==> src/rtl/mat_cfg_pkg.sv <==
/*
 * Sizes and data types for the 4x4 signed integer matrix engine.
 * Operands are 8-bit two's complement. Results are 20-bit, wide enough
 * for four products of -128 x -128 with no overflow.
 * Element addresses are row-major: upper bits row, lower bits column.
 */
package mat_cfg_pkg;

    // ==============================
    // Sizes
    // ==============================
    localparam int MAT_N  = 4;
    // Row or column index
    localparam int IDX_W  = 2;
    // Element address, row then column
    localparam int ADDR_W = 4;
    localparam int OPND_W = 8;
    localparam int ACC_W  = 20;

    // ==============================
    // Data types
    // ==============================
    typedef logic signed [OPND_W-1:0] operand_t;
    typedef logic signed [ACC_W-1:0]  acc_t;

    // One row of B, column c at index c
    typedef operand_t [MAT_N-1:0] opnd_row_t;
    // One row of C
    typedef acc_t [MAT_N-1:0] acc_row_t;

endpackage

==> src/rtl/mat_ctrl_pkg.sv <==
/*
 * Control encodings for the matrix engine.
 * Host opcodes are 2 bits wide and fixed by the host command port.
 */
package mat_ctrl_pkg;

    // ==============================
    // Host command opcodes
    // ==============================
    typedef enum logic [1:0] {
        OP_NOP    = 2'd0,
        OP_LOAD_A = 2'd1,
        OP_LOAD_B = 2'd2,
        OP_START  = 2'd3
    } host_op_e;

    // Execute FSM states
    typedef enum logic [1:0] {
        EX_IDLE,
        EX_MAC,
        EX_STORE
    } exec_state_e;

endpackage

==> src/rtl/host_cmd_decode.sv <==
`timescale 1ns/1ps
/*
 * Host command decode. Commands are one-cycle strobes with no ready.
 * The command is registered first, so writes and start appear one cycle
 * after the host edge. Every command is dropped while busy is high,
 * including one sampled on the edge where busy rises.
 */
module host_cmd_decode (
    input  logic                           clk,
    input  logic                           rst_n,
    input  logic                           cmd_valid,
    input  mat_ctrl_pkg::host_op_e         cmd_op,
    input  logic [mat_cfg_pkg::ADDR_W-1:0] cmd_addr,
    input  mat_cfg_pkg::operand_t          cmd_data,
    input  logic                           busy,
    output logic                           wr_a,
    output logic                           wr_b,
    output logic [mat_cfg_pkg::ADDR_W-1:0] wr_addr,
    output mat_cfg_pkg::operand_t          wr_data,
    output logic                           start
);
    import mat_ctrl_pkg::*;

    logic     cmd_vld_q;
    host_op_e cmd_op_q;
    logic     cmd_ok;

    // Command strobe and opcode stage
    always_ff @(posedge clk or negedge rst_n) begin
        if (!rst_n) begin
            cmd_vld_q <= 1'b0;
            cmd_op_q  <= OP_NOP;
        end else begin
            cmd_vld_q <= cmd_valid;
            cmd_op_q  <= cmd_op;
        end
    end

    // Address and data ride along with the strobe
    always_ff @(posedge clk) begin
        wr_addr <= cmd_addr;
        wr_data <= cmd_data;
    end

    // Busy is checked against the registered command
    assign cmd_ok = cmd_vld_q && !busy;

    assign wr_a  = cmd_ok && (cmd_op_q == OP_LOAD_A);
    assign wr_b  = cmd_ok && (cmd_op_q == OP_LOAD_B);
    assign start = cmd_ok && (cmd_op_q == OP_START);

endmodule

==> src/rtl/mat_engine_top.sv <==
`timescale 1ns/1ps
/*
 * Signed 4x4 integer matrix engine, C = A x B.
 * Commands are one-cycle strobes and are dropped while busy.
 * Decode adds one cycle: done rises 21 edges after the OP_START edge.
 * Results read back combinationally by row-major address.
 */
module mat_engine_top (
    input  logic                           clk,
    input  logic                           rst_n,
    input  logic                           cmd_valid,
    input  mat_ctrl_pkg::host_op_e         cmd_op,
    input  logic [mat_cfg_pkg::ADDR_W-1:0] cmd_addr,
    input  mat_cfg_pkg::operand_t          cmd_data,
    input  logic [mat_cfg_pkg::ADDR_W-1:0] rd_addr,
    output mat_cfg_pkg::acc_t              rd_data,
    output logic                           busy,
    output logic                           done
);
    import mat_cfg_pkg::*;

    // ==============================
    // Internal wiring
    // ==============================
    // Decode to operand bank and execute
    logic              wr_a;
    logic              wr_b;
    logic [ADDR_W-1:0] wr_addr;
    operand_t          wr_data;
    logic              start;
    // Execute to operand bank
    logic [IDX_W-1:0]  row_idx;
    logic [IDX_W-1:0]  k_idx;
    operand_t          a_elem;
    opnd_row_t         b_row;
    // Execute to result store
    logic              row_we;
    logic [IDX_W-1:0]  row_sel;
    acc_row_t          row_data;

    host_cmd_decode u_decode (
        .clk       (clk),
        .rst_n     (rst_n),
        .cmd_valid (cmd_valid),
        .cmd_op    (cmd_op),
        .cmd_addr  (cmd_addr),
        .cmd_data  (cmd_data),
        .busy      (busy),
        .wr_a      (wr_a),
        .wr_b      (wr_b),
        .wr_addr   (wr_addr),
        .wr_data   (wr_data),
        .start     (start)
    );

    operand_bank u_bank (
        .clk     (clk),
        .rst_n   (rst_n),
        .wr_a    (wr_a),
        .wr_b    (wr_b),
        .wr_addr (wr_addr),
        .wr_data (wr_data),
        .row_idx (row_idx),
        .k_idx   (k_idx),
        .a_elem  (a_elem),
        .b_row   (b_row)
    );

    matmul_execute u_exec (
        .clk      (clk),
        .rst_n    (rst_n),
        .start    (start),
        .a_elem   (a_elem),
        .b_row    (b_row),
        .row_idx  (row_idx),
        .k_idx    (k_idx),
        .busy     (busy),
        .done     (done),
        .row_we   (row_we),
        .row_sel  (row_sel),
        .row_data (row_data)
    );

    result_store u_result (
        .clk      (clk),
        .rst_n    (rst_n),
        .row_we   (row_we),
        .row_sel  (row_sel),
        .row_data (row_data),
        .rd_addr  (rd_addr),
        .rd_data  (rd_data)
    );

endmodule

==> src/rtl/matmul_execute.sv <==
`timescale 1ns/1ps
/*
 * Row-sequenced matrix multiply with one row of MAT_N MAC units.
 * Each row takes MAT_N MAC cycles and one store cycle, so busy is high
 * for exactly MAT_N * (MAT_N + 1) cycles after start is sampled.
 * start is ignored while busy. done holds until the next start.
 */
module matmul_execute (
    input  logic                          clk,
    input  logic                          rst_n,
    input  logic                          start,
    input  mat_cfg_pkg::operand_t         a_elem,
    input  mat_cfg_pkg::opnd_row_t        b_row,
    output logic [mat_cfg_pkg::IDX_W-1:0] row_idx,
    output logic [mat_cfg_pkg::IDX_W-1:0] k_idx,
    output logic                          busy,
    output logic                          done,
    output logic                          row_we,
    output logic [mat_cfg_pkg::IDX_W-1:0] row_sel,
    output mat_cfg_pkg::acc_row_t         row_data
);
    import mat_cfg_pkg::*;
    import mat_ctrl_pkg::*;

    exec_state_e state;
    // One accumulator per result column
    acc_row_t    acc;
    acc_row_t    prod;
    logic        last_k;
    logic        last_row;

    assign last_k   = (k_idx == IDX_W'(MAT_N - 1));
    assign last_row = (row_idx == IDX_W'(MAT_N - 1));

    // ==============================
    // Sequencer
    // ==============================
    always_ff @(posedge clk or negedge rst_n) begin
        if (!rst_n) begin
            state   <= EX_IDLE;
            row_idx <= '0;
            k_idx   <= '0;
            done    <= 1'b0;
        end else begin
            case (state)
                EX_IDLE: begin
                    if (start) begin
                        state   <= EX_MAC;
                        row_idx <= '0;
                        k_idx   <= '0;
                        // Old result status cleared as busy rises
                        done    <= 1'b0;
                    end
                end
                EX_MAC: begin
                    // k wraps back to 0 for the next row
                    k_idx <= k_idx + 1'b1;
                    if (last_k) begin
                        state <= EX_STORE;
                    end
                end
                EX_STORE: begin
                    row_idx <= row_idx + 1'b1;
                    if (last_row) begin
                        state <= EX_IDLE;
                        done  <= 1'b1;
                    end else begin
                        state <= EX_MAC;
                    end
                end
                default: state <= EX_IDLE;
            endcase
        end
    end

    // ==============================
    // MAC row
    // ==============================
    // Operands sign-extended to full accumulator width before the multiply
    always_comb begin
        for (int c = 0; c < MAT_N; c++) begin
            prod[c] = acc_t'(a_elem) * acc_t'($signed(b_row[c]));
        end
    end

    // First MAC cycle of a row loads the product, clearing the old sum
    always_ff @(posedge clk) begin
        if (state == EX_MAC) begin
            for (int c = 0; c < MAT_N; c++) begin
                if (k_idx == '0) begin
                    acc[c] <= prod[c];
                end else begin
                    acc[c] <= acc[c] + prod[c];
                end
            end
        end
    end

    // Status and result row write
    assign busy     = (state != EX_IDLE);
    assign row_we   = (state == EX_STORE);
    assign row_sel  = row_idx;
    assign row_data = acc;

endmodule

==> src/rtl/operand_bank.sv <==
`timescale 1ns/1ps
/*
 * Operand storage for matrices A and B, held in registers.
 * One element is written per strobe; a write is visible to reads in
 * the next cycle. Reads are combinational: A[row][k] and all of row k
 * of B, so a full row of MACs can run each cycle.
 */
module operand_bank (
    input  logic                           clk,
    input  logic                           rst_n,
    input  logic                           wr_a,
    input  logic                           wr_b,
    input  logic [mat_cfg_pkg::ADDR_W-1:0] wr_addr,
    input  mat_cfg_pkg::operand_t          wr_data,
    input  logic [mat_cfg_pkg::IDX_W-1:0]  row_idx,
    input  logic [mat_cfg_pkg::IDX_W-1:0]  k_idx,
    output mat_cfg_pkg::operand_t          a_elem,
    output mat_cfg_pkg::opnd_row_t         b_row
);
    import mat_cfg_pkg::*;

    // Both matrices stored as rows of packed elements
    opnd_row_t        mat_a [MAT_N];
    opnd_row_t        mat_b [MAT_N];
    logic [IDX_W-1:0] wr_row;
    logic [IDX_W-1:0] wr_col;

    // Row-major address split
    assign wr_row = wr_addr[ADDR_W-1:IDX_W];
    assign wr_col = wr_addr[IDX_W-1:0];

    // ==============================
    // Write port
    // ==============================
    always_ff @(posedge clk or negedge rst_n) begin
        if (!rst_n) begin
            for (int r = 0; r < MAT_N; r++) begin
                mat_a[r] <= '0;
                mat_b[r] <= '0;
            end
        end else begin
            if (wr_a) begin
                mat_a[wr_row][wr_col] <= wr_data;
            end
            if (wr_b) begin
                mat_b[wr_row][wr_col] <= wr_data;
            end
        end
    end

    // ==============================
    // Read ports
    // ==============================
    // Single A element, broadcast to every MAC
    assign a_elem = mat_a[row_idx][k_idx];
    // Whole row k of B, one element per MAC
    assign b_row  = mat_b[k_idx];

endmodule

==> src/rtl/result_store.sv <==
`timescale 1ns/1ps
/*
 * Result matrix storage. A whole row is written per strobe; there is
 * no host write path. Reads are combinational by element address and
 * show a stored row from the cycle after its write edge.
 */
module result_store (
    input  logic                           clk,
    input  logic                           rst_n,
    input  logic                           row_we,
    input  logic [mat_cfg_pkg::IDX_W-1:0]  row_sel,
    input  mat_cfg_pkg::acc_row_t          row_data,
    input  logic [mat_cfg_pkg::ADDR_W-1:0] rd_addr,
    output mat_cfg_pkg::acc_t              rd_data
);
    import mat_cfg_pkg::*;

    acc_row_t         res [MAT_N];
    logic [IDX_W-1:0] rd_row;
    logic [IDX_W-1:0] rd_col;

    // Row write from the execute unit
    always_ff @(posedge clk or negedge rst_n) begin
        if (!rst_n) begin
            for (int r = 0; r < MAT_N; r++) begin
                res[r] <= '0;
            end
        end else if (row_we) begin
            res[row_sel] <= row_data;
        end
    end

    // Row-major split, then element mux
    assign rd_row  = rd_addr[ADDR_W-1:IDX_W];
    assign rd_col  = rd_addr[IDX_W-1:0];
    assign rd_data = res[rd_row][rd_col];

endmodule

==> config.mk <==
export PLATFORM = sky130hd
export DESIGN_NAME = mat_engine_top
export DESIGN_NICKNAME = d
export VERILOG_FILES = /design/src/rtl/mat_cfg_pkg.sv /design/src/rtl/mat_ctrl_pkg.sv /design/src/rtl/host_cmd_decode.sv /design/src/rtl/mat_engine_top.sv /design/src/rtl/matmul_execute.sv /design/src/rtl/operand_bank.sv /design/src/rtl/result_store.sv
export SDC_FILE = /design/constraint.sdc
export NUM_CORES = 2
export LEC_CHECK = 0
export ABC_CLOCK_PERIOD_IN_PS = 16600
export BUFFER_PORTS_ARGS = -buffer_cell sky130_fd_sc_hd__buf_2
export CAP_MARGIN = 40
export CORE_MARGIN = 4
export CORE_UTILIZATION = 60
export DETAILED_ROUTE_END_ITERATION = 16
export PLACE_DENSITY = 0.79
export SETUP_SLACK_MARGIN = 0.4
export SLEW_MARGIN = 20
export SYNTH_ARGS = -nofsm -noshare
export SYNTH_HDL_FRONTEND = slang
export SYNTH_SLANG_ARGS = --single-unit
==> constraint.sdc <==
create_clock -name clk -period 16.6 [get_ports clk]
set_input_delay 1.66 -clock clk [delete_from_list [all_inputs] [get_ports clk]]
set_output_delay 1.66 -clock clk [all_outputs]
set_load 0.01 [all_outputs]
-- Yosys cells after proc, flatten, opt, wreduce, memory -nomap -nowiden
Index checks and enable logic that the tools add are counted.
- input port bits: 21
- word-level logic and storage cells: 147
- flip-flop bits (word level): 678
- bitwise operators: 4
- multipliers: 4
- reductions and logical operators: 17
- eq/ne operators: 10
- $lt $le $gt $ge: 10
- add/subtract/negate cells: 6
- multiplexer cells: 36
- operators by type and width (cell ; number):
    $bwmux 320 ; 1
    $bwmux 128 ; 2
    $mux 80 ; 3
    $bmux 80 s2 ; 1
    $demux 80 s2 ; 1
    $mux 32 ; 5
    $bmux 32 s2 ; 2
    $mux 20 ; 5
    $add 20x20->20 ; 4
    $demux 32 s2 ; 1
    $mul 8x8->16 ; 4
    $bmux 20 s2 ; 1
    $bmux 8 s2 ; 1
    $demux 8 s2 ; 1
    $mux 8 ; 2
    $ge 3x3->1 const B ; 4
    $not 2->3 ; 4
    $eq 2x2->1 const B ; 5
    $lt 2x3->1 const B ; 3
    $pmux 2 s2 ; 2
    $logic_and 1x1->1 ; 7
    $lt 3x1->1 const B ; 2
    $mux 2 ; 3
    $pmux 2 s3 ; 1
    other kinds (12) ; 22

-- Logic depth before layout (Yosys ltp)
- word-level depth: 9
- mapped depth: 34

-- Cells and area by module
A second synthesis with hierarchy kept.
- cell total of the unflattened synthesis: 3470
- area, all modules: 43374.1 µm²
- by module, submodules not included (module ; area each (µm²) ; cells an instance ; sequential area each (µm²) ; times used):
    matmul_execute ; 17302.8 ; 1896 ; 2577.5 ; 1
    result_store ; 14221.1 ; 849 ; 8007.7 ; 1
    operand_bank ; 11498.5 ; 707 ; 6406.1 ; 1
    host_cmd_decode ; 351.6 ; 18 ; 315.3 ; 1

-- Least setup slack after synthesis
Ideal clock, no wire load.
- path type: register to register
- start: register u_exec.row_idx[0] in the netlist's numbering
- end: register u_exec.acc (netlist bit u_exec.row_data[58]), data pin
- cell stages (with the launch flop): 32
- clock period less this slack: 7.850 ns
- path slack: 8.750 ns
- data required time: 16.328 ns
- arrival time: 7.579 ns
- cells stage by stage: dfrtp_1 buf_2 buf_4 buf_4 mux4_2 nand2_1 nand3_1 o21ai_1 clkbuf_1 nor2_1 fa_1 inv_1 fa_1 inv_1 fa_1 inv_1 fa_1 inv_1 ha_1 a21oi_1 nor2b_1 o21a_1 o41ai_1 xnor2_1 ha_1 and3_1 a221o_1 a31oi_2 nor2_1 a2111oi_4 nor4_1 or4_1
- cells in the longest elaborated chain, start to end: 9
- ends and longest elaborated chain (element ; RTL line ; source):
    start, declared ; matmul_execute.sv:14 ; output logic [mat_cfg_pkg::IDX_W-1:0] row_idx,
    start signal, assigned ; matmul_execute.sv:63 ; row_idx <= row_idx + 1'b1;
    $not 2->3 (implied by the code) (*) ; operand_bank.sv:55 ; assign a_elem = mat_a[row_idx][k_idx];
    $bmux 32 s2 (*) ; operand_bank.sv:55 ;
    $mux 32 (implied by the code) (*) (2 in series) ; operand_bank.sv:55 ;
    $bmux 8 s2 (*) ; operand_bank.sv:55 ;
    $mux 8 (implied by the code) (*) ; operand_bank.sv:55 ;
    $mul 8x8->16 (*) ; matmul_execute.sv:82 ; prod[c] = acc_t'(a_elem) * acc_t'($signed(b_row[c]));
    $add 20x20->20 ; matmul_execute.sv:93 ; acc[c] <= acc[c] + prod[c];
    $mux 20 (*) ; matmul_execute.sv:90 ; if (k_idx == '0) begin
    end signal, assigned by index ; matmul_execute.sv:91 ; acc[c] <= prod[c];
    end signal, assigned by index ; matmul_execute.sv:93 ;
    end, declared ; matmul_execute.sv:27 ; acc_row_t acc;
Every way passes the cells marked *; elsewhere a longest branch is shown, timed or not. The select of a mux whose other input is x is not followed.
A chain may end at the register's enable or synchronous reset.

-- Worst setup path in the final report
- start: register u_exec.k_idx[1] in the netlist's numbering
- end: register u_exec.acc (netlist bit u_exec.row_data[58]), data pin
- cells in the longest elaborated chain, start to end: 7
- ends and longest elaborated chain (element ; RTL line ; source):
    start, declared ; matmul_execute.sv:15 ; output logic [mat_cfg_pkg::IDX_W-1:0] k_idx,
    start signal, assigned ; matmul_execute.sv:57 ; k_idx <= k_idx + 1'b1;
    $not 2->3 (implied by the code) ; operand_bank.sv:57 ; assign b_row = mat_b[k_idx];
    $bmux 32 s2 ; operand_bank.sv:57 ;
    $mux 32 (implied by the code) (2 in series) ; operand_bank.sv:57 ;
    $mul 8x8->16 ; matmul_execute.sv:82 ;
    $add 20x20->20 ; matmul_execute.sv:93 ;
    $mux 20 (*) ; matmul_execute.sv:90 ;
Marked as above.

==> results_dict.tcl <==
set metrics [dict create \
    status "completed" \
    crit_buf_inv 5 \
    nFillCells 5022 \
    slew_headroom_pct 38.2 \
    remaining_drc_errors 0 \
    rsz0062_at_grt "no" \
    area_growth_pct 9.59 \
    fin_crit_sh_pct 53.5 \
    clock_skew_ns 0.0417 \
    setup_tns_ns 0 \
    ys_ff_latch 678 \
    vias 26930 \
    io_pins 43 \
    clk_pin_slew_ns 0.06 \
    die_area_sq_um 75600 \
    grt_first_pass_wirelength_mm 155 \
    reg2reg_to "u_exec.row_data[58]" \
    synth_ff_type "dfrtp_1" \
    rrSetupSlack_ns 7.71 \
    dpl.hpwl_mm 66.2 \
    h-tree-depth 3 \
    ctsRootBufferMaster "clkbuf_16" \
    end_kind "register" \
    vias_per_cell 5.98 \
    syn_avg_cell_area_sq_um 12.3 \
    antenna_cells 0 \
    drv_slew 0 \
    startpoint "u_exec.k_idx[1]" \
    insertion_delay_ns 0.64 \
    grt_pass1_vias 28502 \
    async_reset_ff_share_pct 86.4 \
    cts_sinks 678 \
    slowest_stage "mux4_2" \
    hold_class "reg -> reg" \
    synth_warnings 0 \
    finalSetupViolations 0 \
    die_w_microns 275 \
    postCtsResizedCells 0 \
    ant_nets 0 \
    antenna_found_initial 0 \
    postCtsSetupRepairBufs 0 \
    synth_edf_count 80 \
    overflow 0 \
    grt_max_degree 160 \
    fin_util_pct 66.6 \
    final_hold_viol_count 0 \
    cts_buffer_depth 3 \
    routabilityCongestion 0.852 \
    worstMarginPinSlew_ns 0.927 \
    fin_nets 3957 \
    drive_above_1_share_pct 27.2 \
    min_period_ns 8.89 \
    fin_ws_ns 7.71 \
    place_inst 4361 \
    cts_hold_buf 0 \
    syn-cell-area_sq_um 42800 \
    start_util_pct 60.8 \
    wl_per_cell_microns 21.0 \
    crit_cells 25 \
    die_y_microns 275 \
    rows 97 \
    cp_common_cell "fa_1" \
    crit_fanout 29 \
    whs_path_depth 1 \
    grt_usage_pct 25.8 \
    start_kind "register" \
    fmax_ghz 0.113 \
    crit_type "reg -> reg" \
    critPathMaxStageDelay_ns 0.82 \
    cts_made_buffers 74 \
    reg2reg_depth 25 \
    timing.rr.start "u_exec.k_idx[1]" \
    required_ns 16.98 \
    synthCells 3481 \
    yosysSeqAreaShare_pct 40.5 \
    dr.pass1.iters 5 \
    pre_cts_ws_ns 7.74 \
    drt_iter0_markers 1976 \
    ys_types 77 \
    wl_mm 94.5 \
    core_area_sq_um 70400 \
    arrival_ns 9.27 \
    io_buffers 42 \
    max_cap_violations 0 \
    critPathTopFamily "adder cells" \
    layout.cells.non_filler 4500 \
    cp-endpoint "u_exec.row_data[58]" \
    synth_nets 3936 \
    cts_tree "done" \
]
==> sequential cells by signal, indices dropped and copies added (netlist names), 2 cells and up <==
| signal | flops |
|---|---|
| u_exec.k_idx | 2 |
| u_bank.mat_b | 128 |
| u_result.res | 320 |
| u_decode.cmd_op_q | 2 |
| u_decode.wr_data | 8 |
| u_exec.row_idx | 2 |
| u_exec.row_data | 80 |
| u_exec.state | 2 |
| u_decode.wr_addr | 4 |
| u_bank.mat_a | 128 |
==> through the flow <==
stage / area [sq um] / hold slack, ns
3_3_place_gp: 43900 / 0.463
2_1_floorplan: 42800 / 0.452
6_report: 46900 / 0.481
3_5_place_dp: 44200 / 0.473
4_1_cts: 46800 / 0.485
5_1_grt: 46900 / 0.501
==> cell usage after synthesis, types with 12 or more instances <==
master    instances  area, sq um
fa_1            224         4480
dfrtp_1         586        14700
xnor2_1          85          744
o21bai_1         20          150
edfxtp_1         80         2400
a21o_1           33          248
inv_1           348         1310
dfxtp_1          12          240
nor2_1          266          998
o21ai_0          50          250
or2_1            13         81.3
mux2i_1          25          250
nand2b_1         26          163
nor3_1           19         95.1
mux4_2          143         3220
mux2_1           32          360
clkbuf_1         89          334
xor2_1           46          403
a21oi_1          73          365
nor2b_1          29          181
buf_1            35          131
mux2_2          585         6590
nand2_1         186          698
buf_2            20          100
nand3_1          25          125
o21a_1           34          255
ha_1            210         2630
o21ai_1          56          280
==> routing by layer <==
metal	part of all wire, %	GRT usage (%)	up-vias
met3	4.9	3.83	177
met5	0	0	-
li1	-	-	12099
met2	48	42.4	702
met1	44	36.0	13952
met4	3.1	7.98	0
==> cell families after synthesis <==
| family | count (synthesis) | synth area share (%) |
|---|---|---|
| flops | 678 | 40.5 |
| fa+ha+maj | 434 | 16.6 |
| simple gates | 611 | 6.25 |
| xor+xnor | 131 | 2.68 |
| buf+inv | 497 | 4.44 |
| compound gates | 345 | 5.18 |
| mux | 785 | 24.4 |
==> worst min path at each step <==
stage / end / start
2_1_floorplan: u_bank.mat_b[31] / u_bank.mat_b[31]
3_3_place_gp: u_bank.mat_b[90] / u_bank.mat_b[90]
3_5_place_dp: u_bank.mat_b[30] / u_bank.mat_b[30]
4_1_cts: u_bank.mat_b[30] / u_bank.mat_b[30]
5_1_grt: u_bank.mat_b[61] / u_bank.mat_b[61]
6_report: u_bank.mat_b[61] / u_bank.mat_b[61]
==> layout make-up <==
class	count	area (sq um)	area share [%]
Sequential cell	678	17300	36.9
Multi-Input combinational cell	2306	23600	50.4
Timing Repair Buffer	91	825	1.76
Tap cell	940	1180	2.51
Inverter	351	1320	2.81
Clock inverter	29	454	0.969
Clock buffer	105	2160	4.61
==> worst reg2reg max path, delay by kind of cell, from the launching register on <==
family          cells  cell delay, ns
compound gates      6            1.69
xor+xnor            1            0.22
fa+ha+maj           6            2.67
buf+inv             5            1.13
flops               1            0.78
mux                 1            0.83
simple gates        6            1.33
==> cell usage in the layout (no fill, tap or decap), types with 19 or more instances in the layout <==
cell	instances
mux2_2	585
dfrtp_1	583
inv_1	347
nor2_1	266
fa_1	224
ha_1	209
nand2_1	182
mux4_2	143
xnor2_1	85
edfxtp_1	80
clkbuf_16	76
a21oi_1	73
o21ai_1	51
o21ai_0	50
xor2_1	46
buf_2	39
o21a_1	34
buf_4	34
a21o_1	33
mux2_1	32
nor2b_1	29
nand2b_1	26
mux2i_1	25
nand3_1	25
o21bai_1	20
nor3_1	19
Power is left out: the tool's default activity adds up to more than one toggle a clock period on the data nets, which glitch-free logic cannot reach.
